$ cat config.mk
export PLATFORM = sky130hd
export DESIGN_NAME = user_project_wrapper
export DESIGN_NICKNAME = d
export VERILOG_FILES = /design/src/user_soc_pkg.sv /design/src/wb_host.sv /design/src/wb_intercon.sv /design/src/glbl_regs.sv /design/src/pinmux_regs.sv /design/src/user_project_wrapper.sv
export SDC_FILE = /design/constraint.sdc
export NUM_CORES = 1
export LEC_CHECK = 0
export ABC_AREA = 1
export BUFFER_PORTS_ARGS = -buffer_cell sky130_fd_sc_hd__buf_2
export CAP_MARGIN = 20
export CORE_MARGIN = 5
export CORE_UTILIZATION = 50
export CTS_BUF_LIST = sky130_fd_sc_hd__clkbuf_16
export DETAILED_ROUTE_END_ITERATION = 6
export PLACE_DENSITY = 0.76
export SYNTH_ARGS = -nofsm -noshare
export SYNTH_HDL_FRONTEND = slang
export SYNTH_SLANG_ARGS = --single-unit
$ cat constraint.sdc
create_clock -name wb_clk_i -period 4.4 [get_ports wb_clk_i]
set_input_delay 0.44 -clock wb_clk_i [delete_from_list [all_inputs] [get_ports wb_clk_i]]
set_output_delay 0.44 -clock wb_clk_i [all_outputs]
set_load 0.01 [all_outputs]
$ cat src/user_soc_pkg.sv
package user_soc_pkg;

    //--------------------------------------------------
    // Bus and pad widths
    //--------------------------------------------------
    localparam int WB_WIDTH      = 32;  // Address and data
    localparam int WB_SEL_WIDTH  = 4;   // Byte enables
    localparam int IO_WIDTH      = 32;
    localparam int IRQ_WIDTH     = 2;

    //--------------------------------------------------
    // Address map
    //--------------------------------------------------
    localparam int SLV_SEL_LSB   = 8;   // Slave select at adr[9:8]
    localparam int SLV_SEL_WIDTH = 2;
    localparam int REG_IDX_WIDTH = 6;   // Word index at adr[7:2]

    // Global block offsets
    localparam logic [REG_IDX_WIDTH-1:0] GLBL_CHIP_ID_IDX  = 6'd0;  // 0x00
    localparam logic [REG_IDX_WIDTH-1:0] GLBL_SCRATCH_IDX  = 6'd1;  // 0x04
    localparam logic [REG_IDX_WIDTH-1:0] GLBL_SOFT_IRQ_IDX = 6'd2;  // 0x08

    // Pinmux block offsets
    localparam logic [REG_IDX_WIDTH-1:0] GPIO_OUT_IDX    = 6'd0;    // 0x00
    localparam logic [REG_IDX_WIDTH-1:0] GPIO_OEB_IDX    = 6'd1;    // 0x04
    localparam logic [REG_IDX_WIDTH-1:0] GPIO_IN_IDX     = 6'd2;    // 0x08
    localparam logic [REG_IDX_WIDTH-1:0] GPIO_IRQ_EN_IDX = 6'd3;    // 0x0C

    // Constants and reset values
    localparam logic [WB_WIDTH-1:0] CHIP_ID      = 32'h5553_0C01;
    localparam logic [WB_WIDTH-1:0] ERR_DATA     = 32'hDEAD_C0DE;  // Unmapped read data
    localparam logic [IO_WIDTH-1:0] GPIO_OUT_RST = '0;
    localparam logic [IO_WIDTH-1:0] GPIO_OEB_RST = '1;             // All pads inputs

    typedef enum logic [SLV_SEL_WIDTH-1:0] {
        SLV_GLBL   = 2'd0,
        SLV_PINMUX = 2'd1,
        SLV_NONE   = 2'd2
    } slv_sel_e;

    typedef enum logic [1:0] {
        HOST_IDLE,
        HOST_REQ,
        HOST_RESP
    } host_state_e;

endpackage : user_soc_pkg

$ cat src/wb_host.sv
module wb_host
    import user_soc_pkg::*;
(
    input  logic                      wb_clk_i,
    input  logic                      reset_i,

    // Master side
    input  logic                      wbs_cyc_i,
    input  logic                      wbs_stb_i,
    input  logic                      wbs_we_i,
    input  logic [WB_WIDTH-1:0]       wbs_adr_i,
    input  logic [WB_WIDTH-1:0]       wbs_dat_i,
    input  logic [WB_SEL_WIDTH-1:0]   wbs_sel_i,
    output logic [WB_WIDTH-1:0]       wbs_dat_o,
    output logic                      wbs_ack_o,

    // Interconnect side
    input  logic                      rsp_ack_i,
    input  logic [WB_WIDTH-1:0]       rsp_dat_i,
    output logic                      req_stb_o,
    output logic                      req_we_o,
    output logic [WB_WIDTH-1:0]       req_adr_o,
    output logic [WB_WIDTH-1:0]       req_dat_o,
    output logic [WB_SEL_WIDTH-1:0]   req_sel_o
);

    host_state_e state_q;

    // The ack cycle blocks a restart while the master still holds stb
    logic        new_req;
    assign new_req = wbs_cyc_i && wbs_stb_i && !wbs_ack_o;

    //--------------------------------------------------
    // Control FSM
    //--------------------------------------------------
    always_ff @(posedge wb_clk_i) begin
        if (reset_i) begin
            state_q   <= HOST_IDLE;
            req_stb_o <= 1'b0;
            wbs_ack_o <= 1'b0;
        end else begin
            req_stb_o <= 1'b0;  // Single cycle strobe
            wbs_ack_o <= 1'b0;  // Single cycle ack
            case (state_q)
                HOST_IDLE: begin
                    if (new_req) state_q <= HOST_REQ;
                end
                HOST_REQ: begin
                    req_stb_o <= 1'b1;
                    state_q   <= HOST_RESP;
                end
                HOST_RESP: begin
                    if (rsp_ack_i) begin
                        wbs_ack_o <= 1'b1;
                        state_q   <= HOST_IDLE;
                    end
                end
                default: state_q <= HOST_IDLE;
            endcase
        end
    end

    //--------------------------------------------------
    // Request capture and response data
    //--------------------------------------------------
    always_ff @(posedge wb_clk_i) begin
        if (state_q == HOST_IDLE && new_req) begin
            req_we_o  <= wbs_we_i;
            req_adr_o <= wbs_adr_i;
            req_dat_o <= wbs_dat_i;
            req_sel_o <= wbs_sel_i;
        end
        if (state_q == HOST_RESP && rsp_ack_i)
            wbs_dat_o <= rsp_dat_i;  // Held until the next response
    end

endmodule : wb_host

$ cat src/wb_intercon.sv
module wb_intercon
    import user_soc_pkg::*;
(
    input  logic                      wb_clk_i,
    input  logic                      reset_i,

    // From host
    input  logic                      req_stb_i,
    input  logic                      req_we_i,
    input  logic [WB_WIDTH-1:0]       req_adr_i,
    input  logic [WB_WIDTH-1:0]       req_dat_i,
    input  logic [WB_SEL_WIDTH-1:0]   req_sel_i,
    output logic                      rsp_ack_o,
    output logic [WB_WIDTH-1:0]       rsp_dat_o,

    // Slave responses
    input  logic                      glbl_ack_i,
    input  logic [WB_WIDTH-1:0]       glbl_rdata_i,
    input  logic                      pinmux_ack_i,
    input  logic [WB_WIDTH-1:0]       pinmux_rdata_i,

    // Shared register bus
    output logic                      glbl_cs_o,
    output logic                      pinmux_cs_o,
    output logic                      reg_wr_o,
    output logic [REG_IDX_WIDTH-1:0]  reg_idx_o,
    output logic [WB_WIDTH-1:0]       reg_wdata_o,
    output logic [WB_SEL_WIDTH-1:0]   reg_be_o
);

    slv_sel_e slv_sel;
    logic     none_ack_q;  // Local ack for unmapped slaves

    //--------------------------------------------------
    // Address decode
    //--------------------------------------------------
    always_comb begin
        case (req_adr_i[SLV_SEL_LSB +: SLV_SEL_WIDTH])
            2'd0:    slv_sel = SLV_GLBL;
            2'd1:    slv_sel = SLV_PINMUX;
            default: slv_sel = SLV_NONE;  // Codes 2 and 3
        endcase
    end

    assign glbl_cs_o   = req_stb_i && (slv_sel == SLV_GLBL);
    assign pinmux_cs_o = req_stb_i && (slv_sel == SLV_PINMUX);

    assign reg_wr_o    = req_we_i;
    assign reg_idx_o   = req_adr_i[SLV_SEL_LSB-1:2];
    assign reg_wdata_o = req_dat_i;
    assign reg_be_o    = req_sel_i;

    always_ff @(posedge wb_clk_i) begin
        if (reset_i) none_ack_q <= 1'b0;
        else         none_ack_q <= req_stb_i && (slv_sel == SLV_NONE);
    end

    //--------------------------------------------------
    // Response mux
    //--------------------------------------------------
    assign rsp_ack_o = glbl_ack_i | pinmux_ack_i | none_ack_q;

    always_comb begin
        if (glbl_ack_i)        rsp_dat_o = glbl_rdata_i;
        else if (pinmux_ack_i) rsp_dat_o = pinmux_rdata_i;
        else                   rsp_dat_o = ERR_DATA;
    end

endmodule : wb_intercon

$ cat src/glbl_regs.sv
module glbl_regs
    import user_soc_pkg::*;
(
    input  logic                      wb_clk_i,
    input  logic                      reset_i,

    input  logic                      reg_cs_i,
    input  logic                      reg_wr_i,
    input  logic [REG_IDX_WIDTH-1:0]  reg_idx_i,
    input  logic [WB_WIDTH-1:0]       reg_wdata_i,
    input  logic [WB_SEL_WIDTH-1:0]   reg_be_i,
    output logic [WB_WIDTH-1:0]       reg_rdata_o,
    output logic                      reg_ack_o,

    output logic                      soft_irq_o
);

    logic [WB_WIDTH-1:0] scratch_q;
    logic                wr_en;

    assign wr_en = reg_cs_i && reg_wr_i;

    // Register writes, chip ID ignores them
    always_ff @(posedge wb_clk_i) begin
        if (reset_i) begin
            scratch_q  <= '0;
            soft_irq_o <= 1'b0;
        end else if (wr_en) begin
            if (reg_idx_i == GLBL_SCRATCH_IDX) begin
                for (int b = 0; b < WB_SEL_WIDTH; b++) begin
                    if (reg_be_i[b]) scratch_q[8*b +: 8] <= reg_wdata_i[8*b +: 8];
                end
            end
            if (reg_idx_i == GLBL_SOFT_IRQ_IDX && reg_be_i[0])
                soft_irq_o <= reg_wdata_i[0];
        end
    end

    // Read data and ack, one cycle after cs
    always_ff @(posedge wb_clk_i) begin
        if (reset_i) reg_ack_o <= 1'b0;
        else         reg_ack_o <= reg_cs_i;
    end

    always_ff @(posedge wb_clk_i) begin
        if (reg_cs_i) begin
            case (reg_idx_i)
                GLBL_CHIP_ID_IDX:  reg_rdata_o <= CHIP_ID;
                GLBL_SCRATCH_IDX:  reg_rdata_o <= scratch_q;
                GLBL_SOFT_IRQ_IDX: reg_rdata_o <= {{(WB_WIDTH-1){1'b0}}, soft_irq_o};
                default:           reg_rdata_o <= '0;  // Undefined offset
            endcase
        end
    end

endmodule : glbl_regs

$ cat src/pinmux_regs.sv
module pinmux_regs
    import user_soc_pkg::*;
(
    input  logic                      wb_clk_i,
    input  logic                      reset_i,

    input  logic                      reg_cs_i,
    input  logic                      reg_wr_i,
    input  logic [REG_IDX_WIDTH-1:0]  reg_idx_i,
    input  logic [WB_WIDTH-1:0]       reg_wdata_i,
    input  logic [WB_SEL_WIDTH-1:0]   reg_be_i,
    output logic [WB_WIDTH-1:0]       reg_rdata_o,
    output logic                      reg_ack_o,

    // Pads
    input  logic [IO_WIDTH-1:0]       io_in_i,
    output logic [IO_WIDTH-1:0]       io_out_o,
    output logic [IO_WIDTH-1:0]       io_oeb_o,  // Low drives the pad

    output logic                      gpio_irq_o
);

    logic [IO_WIDTH-1:0] io_in_meta_q;
    logic [IO_WIDTH-1:0] io_in_sync_q;
    logic [IO_WIDTH-1:0] irq_en_q;
    logic                wr_en;

    assign wr_en = reg_cs_i && reg_wr_i;

    //--------------------------------------------------
    // Input synchroniser and interrupt
    //--------------------------------------------------
    always_ff @(posedge wb_clk_i) begin
        if (reset_i) begin
            io_in_meta_q <= '0;
            io_in_sync_q <= '0;
        end else begin
            io_in_meta_q <= io_in_i;
            io_in_sync_q <= io_in_meta_q;
        end
    end

    assign gpio_irq_o = |(io_in_sync_q & irq_en_q);

    //--------------------------------------------------
    // Control registers
    //--------------------------------------------------
    always_ff @(posedge wb_clk_i) begin
        if (reset_i) begin
            io_out_o <= GPIO_OUT_RST;
            io_oeb_o <= GPIO_OEB_RST;
            irq_en_q <= '0;
        end else if (wr_en) begin
            for (int b = 0; b < WB_SEL_WIDTH; b++) begin
                if (reg_be_i[b]) begin
                    case (reg_idx_i)
                        GPIO_OUT_IDX:    io_out_o[8*b +: 8] <= reg_wdata_i[8*b +: 8];
                        GPIO_OEB_IDX:    io_oeb_o[8*b +: 8] <= reg_wdata_i[8*b +: 8];
                        GPIO_IRQ_EN_IDX: irq_en_q[8*b +: 8] <= reg_wdata_i[8*b +: 8];
                        default: ;  // GPIO_IN is read only
                    endcase
                end
            end
        end
    end

    // Ack follows cs by one cycle
    always_ff @(posedge wb_clk_i) begin
        if (reset_i) reg_ack_o <= 1'b0;
        else         reg_ack_o <= reg_cs_i;
    end

    always_ff @(posedge wb_clk_i) begin
        if (reg_cs_i) begin
            case (reg_idx_i)
                GPIO_OUT_IDX:    reg_rdata_o <= io_out_o;
                GPIO_OEB_IDX:    reg_rdata_o <= io_oeb_o;
                GPIO_IN_IDX:     reg_rdata_o <= io_in_sync_q;
                GPIO_IRQ_EN_IDX: reg_rdata_o <= irq_en_q;
                default:         reg_rdata_o <= '0;
            endcase
        end
    end

endmodule : pinmux_regs

$ cat src/user_project_wrapper.sv
module user_project_wrapper
    import user_soc_pkg::*;
(
    input  logic                      wb_clk_i,
    input  logic                      reset_i,

    // Wishbone slave port
    input  logic                      wbs_cyc_i,
    input  logic                      wbs_stb_i,
    input  logic                      wbs_we_i,
    input  logic [WB_WIDTH-1:0]       wbs_adr_i,
    input  logic [WB_WIDTH-1:0]       wbs_dat_i,
    input  logic [WB_SEL_WIDTH-1:0]   wbs_sel_i,
    output logic [WB_WIDTH-1:0]       wbs_dat_o,
    output logic                      wbs_ack_o,

    // IO pads and interrupts
    input  logic [IO_WIDTH-1:0]       io_in_i,
    output logic [IO_WIDTH-1:0]       io_out_o,
    output logic [IO_WIDTH-1:0]       io_oeb_o,
    output logic [IRQ_WIDTH-1:0]      user_irq_o
);

    //--------------------------------------------------
    // Host to interconnect
    //--------------------------------------------------
    logic                      req_stb, req_we, rsp_ack;
    logic [WB_WIDTH-1:0]       req_adr, req_dat, rsp_dat;
    logic [WB_SEL_WIDTH-1:0]   req_sel;

    // Register bus, shared by both slaves
    logic                      glbl_cs, pinmux_cs, reg_wr;
    logic [REG_IDX_WIDTH-1:0]  reg_idx;
    logic [WB_WIDTH-1:0]       reg_wdata, glbl_rdata, pinmux_rdata;
    logic [WB_SEL_WIDTH-1:0]   reg_be;
    logic                      glbl_ack, pinmux_ack;
    logic                      soft_irq, gpio_irq;

    wb_host u_wb_host (
        .wb_clk_i (wb_clk_i),  .reset_i  (reset_i),
        .wbs_cyc_i(wbs_cyc_i), .wbs_stb_i(wbs_stb_i), .wbs_we_i (wbs_we_i),
        .wbs_adr_i(wbs_adr_i), .wbs_dat_i(wbs_dat_i), .wbs_sel_i(wbs_sel_i),
        .wbs_dat_o(wbs_dat_o), .wbs_ack_o(wbs_ack_o),
        .rsp_ack_i(rsp_ack),   .rsp_dat_i(rsp_dat),
        .req_stb_o(req_stb),   .req_we_o (req_we),    .req_adr_o(req_adr),
        .req_dat_o(req_dat),   .req_sel_o(req_sel)
    );

    wb_intercon u_intercon (
        .wb_clk_i   (wb_clk_i),   .reset_i       (reset_i),
        .req_stb_i  (req_stb),    .req_we_i      (req_we),     .req_adr_i(req_adr),
        .req_dat_i  (req_dat),    .req_sel_i     (req_sel),
        .rsp_ack_o  (rsp_ack),    .rsp_dat_o     (rsp_dat),
        .glbl_ack_i (glbl_ack),   .glbl_rdata_i  (glbl_rdata),
        .pinmux_ack_i(pinmux_ack), .pinmux_rdata_i(pinmux_rdata),
        .glbl_cs_o  (glbl_cs),    .pinmux_cs_o   (pinmux_cs),  .reg_wr_o (reg_wr),
        .reg_idx_o  (reg_idx),    .reg_wdata_o   (reg_wdata),  .reg_be_o (reg_be)
    );

    glbl_regs u_glbl (
        .wb_clk_i   (wb_clk_i),  .reset_i  (reset_i),
        .reg_cs_i   (glbl_cs),   .reg_wr_i (reg_wr),   .reg_idx_i(reg_idx),
        .reg_wdata_i(reg_wdata), .reg_be_i (reg_be),
        .reg_rdata_o(glbl_rdata), .reg_ack_o(glbl_ack), .soft_irq_o(soft_irq)
    );

    pinmux_regs u_pinmux (
        .wb_clk_i   (wb_clk_i),   .reset_i  (reset_i),
        .reg_cs_i   (pinmux_cs),  .reg_wr_i (reg_wr),     .reg_idx_i(reg_idx),
        .reg_wdata_i(reg_wdata),  .reg_be_i (reg_be),
        .reg_rdata_o(pinmux_rdata), .reg_ack_o(pinmux_ack),
        .io_in_i    (io_in_i),    .io_out_o (io_out_o),   .io_oeb_o (io_oeb_o),
        .gpio_irq_o (gpio_irq)
    );

    assign user_irq_o = {soft_irq, gpio_irq};  // Bit 0 GPIO, bit 1 software

endmodule : user_project_wrapper

==> key figures <==
Logic synthesis
  – Largest family of logic cells by synthesized area: simple AND/OR/NAND/NOR gates
  – Synth Area in Compound Gates: between 4 and 5%
  – Syn Area/Cell: 9.01 sq um
  – Post-synthesis adder-cell area fraction: 0%
  – Multiplexer share of the synthesized area: 0%
  – Sequential area share after synthesis: approximately 63%
  – Yosys cell types: 21
  – Post-synth design cell area: around 13,000 sq um
  – Async SR Flop Fraction: 0%
  – Post-synthesis net count: approximately 1,600
  – Synth Register Bits: ~340
  – Top_reg_cell synth: dfxtp_1
  – Yosys Warn Count: 0
  – Simple-gate area share of the yosys netlist: 25.6%
  – Mapped Cells: around 1,500
  – Synth Area in XOR/XNOR: 0%
  – Post-synth EDFFs: ~140

Route
  – Vias: around 10,000
  – Final antenna-violating net count: 0
  – Vias/cell: 5.13
  – Avg WL per Cell: about 16 um
  – Initial DRC Count: about 1,200
  – DRT Wirelength: between 30 and 40 mm
  – Remaining DRCs: 0
  – DRT Pass-1 Iters: 6

Cells and area
  – NumNets Final: about 1,700
  – # diodes: 0
  – Most common cell after layout, fill and taps aside: nand2_1
  – Commonest cells after routing, fill and taps aside: 340 x nand2_1, 232 x nor2_1, 200 x dfxtp_1
  – Final Cell Area: roughly 15,000 sq um
  – Synth-to-layout area growth: 16.9%
  – Fraction of layout cells with a size suffix above 1: roughly 16%

Pwr
  – Pleak: between 0.006 and 0.007 uW
  – Power after layout: 6310 uW
  – VDD IR max: about 0.3 mV
  – Power Dens Cells: between 400 and 500 nW/um^2

CTS
  – Clk slew on worst S/H paths: around 0.060 ns
  – Clk_lat worst skew: 0.50 ns
  – Post-CTS Setup Bufs: 0
  – Cts hold-fix bufs: 0
  – TritonCTS clock tree: built
  – H-tree level count: 2
  – # resized after CTS: 0
  – Root buffer cell: clkbuf_16
  – Cts bufs inserted: 35
  – Max clock buf depth: 3
  – Num Clock Sinks: between 300 and 400

Timing
  – Achievable Freq: between 300 and 400 MHz
  – Hold_ws: roughly 0.11 ns
  – Final Hold Fails: 0
  – Setup violators final: 0
  – RSZ-0062 raised after global routing: no
  – Worst Max-Slew Pin Slew: roughly 1 ns
  – Tcrit/Tclk final: between 60% and 70%
  – Tmin final: 2.82 ns
  – Clk_skew: between 0.01 and 0.015 ns
  – TNS Setup: 0 ns
  – Fin. max-slew vios: 0
  – Max-slew headroom: approximately 33%

Worst setup path
  – Crit-path leading delay family: buffers and inverters
  – Slowest CP cell: nand2_1
  – CP dominant cell by count: inv_1
  – Crit path largest cell delay: ~0.70 ns
  – CP arrival: 3.06 ns
  – CP max FO: 20
  – Worst path bufs/invs: 2
  – Crit path cell chain: inv_1, nand2_1, inv_1, a22o_1
  – CP Capture Type: register
  – Setup crit start kind: register
  – Required time of the critical path: 4.65 ns
  – Critical setup path kind: register to register

Status
  – Status: finished clean

Placed design
  – Dpl hpwl: around 22 mm
  – Gpl congestion: between 0.9 and 1
  – DP Area: approximately 14,000 sq um
  – Port Buffers: between 150 and 200

Die
  – Die ar.: slightly below 30,000 sq um
  – Core footprint: between 20,000 and 30,000 sq um
  – Site row count: 59
  – Die height: around 170 um
  – Die width: around 170 um
  – Starting Density: 50.5%
  – Top-level I/O count: 204

Global routing
  – Number of antenna violations at the first check in global routing: 0
  – Global-route wire length before repair: roughly 49 mm
  – GRT Residual Overflow: 0
  – Pin count of the biggest net entering global routing: 66
  – Vias in the first global route: 9,231
  – GRT Util Overall: between 20% and 30%

Job
  – Max Cap Violations: 0

Worst hold path
  – Min-delay worst type: input port to register
## power by group
group | total, uW | internal [uW] | switching, uW
sequential | 3360 | 3340 | 28.7
combinational | 177 | 58.4 | 118
clock | 2770 | 1630 | 1140
## area by class of cell
type | count | area [sq um]
Fill cell | 2226 | 10600
Clock inverter | 26 | 155
Tap cell | 335 | 419
Timing Repair Buffer | 199 | 1090
Sequential cell | 341 | 8240
Inverter | 133 | 500
Clock buffer | 37 | 926
Multi-Input combinational cell | 897 | 4010
## Yosys cell counts (10+ instances only)
master	instances	area share, %
nand2_1	340	9.7
dfxtp_1	200	31
nor2_2	13	0.62
nand3_1	166	6.3
o22a_1	19	1.3
buf_1	10	0.29
buf_2	45	1.7
clkbuf_1	21	0.60
nor2_1	233	6.7
a22o_1	13	0.87
inv_1	133	3.8
nand4_1	36	1.7
a21oi_1	66	2.5
edfxtp_1	141	32
## sequential cells by signal, summed over array words and instances, names as in the netlist, 32 cells and up
register               cells
u_glbl.reg_rdata_o        32
u_glbl.scratch_q          32
u_pinmux.io_in_meta_q     32
u_pinmux.io_in_sync_q     32
u_pinmux.io_oeb_o         32
u_pinmux.io_out_o         32
u_pinmux.irq_en_q         32
u_pinmux.reg_rdata_o      32
u_wb_host.req_dat_o       32
u_wb_host.wbs_dat_o       32
## routing by layer
| layer | wire [um] | global-route usage [%] | vias up |
|---|---|---|---|
| li1 | - | - | 5040 |
| met1 | 14100 | 32.0 | 4588 |
| met2 | 13500 | 30.5 | 414 |
| met3 | 2880 | 4.05 | 50 |
| met4 | 872 | 6.60 | 0 |
| met5 | 0 | 0 | - |
## worst reg2reg max path, delay by kind of cell, from the launching register on
kind / cells / cell delay (ns)
AO/OA/AOI/OAI: 1 / 0.30
buffers and inverters: 2 / 0.90
AND/OR/NAND/NOR: 1 / 0.71
flip-flops: 1 / 0.66
## kinds of logic (layout without fill, tap and decap cells)
kind of cell	after synthesis	count (layout)
buf+inv	218	395
simple gates	799	799
compound gates	98	98
flops	341	341
## path summary, 6_finish.rpt
| kind | startpoint | endpoint | cells after the start | slack, ns |
|---|---|---|---|---|
| worst min register to register | u_pinmux.io_in_meta_q[8] | u_pinmux.io_in_sync_q[8] | 2 | 0.40 |
| worst max register to register | u_glbl.reg_ack_o | u_wb_host.wbs_dat_o[24] | 4 | 1.58 |
| worst max-delay path | u_glbl.reg_ack_o | u_wb_host.wbs_dat_o[24] | 4 | 1.58 |
| worst min-delay path | wbs_dat_i[0] | u_wb_host.req_dat_o[0] | 1 | 0.11 |
## per-stage QoR
step / setup slack (ns) / cells / util [%]
after floorplan: 1.21 / 1456 / -
after global placement: 1.60 / 1903 / 54.7
after detailed placement: 1.53 / 1904 / 54.8
after CTS: 1.50 / 1967 / 59.0
after global routing: 1.28 / 1968 / 59.0
final: 1.58 / 1968 / 59.0
Note: power is estimated with default switching activity, not from simulation.
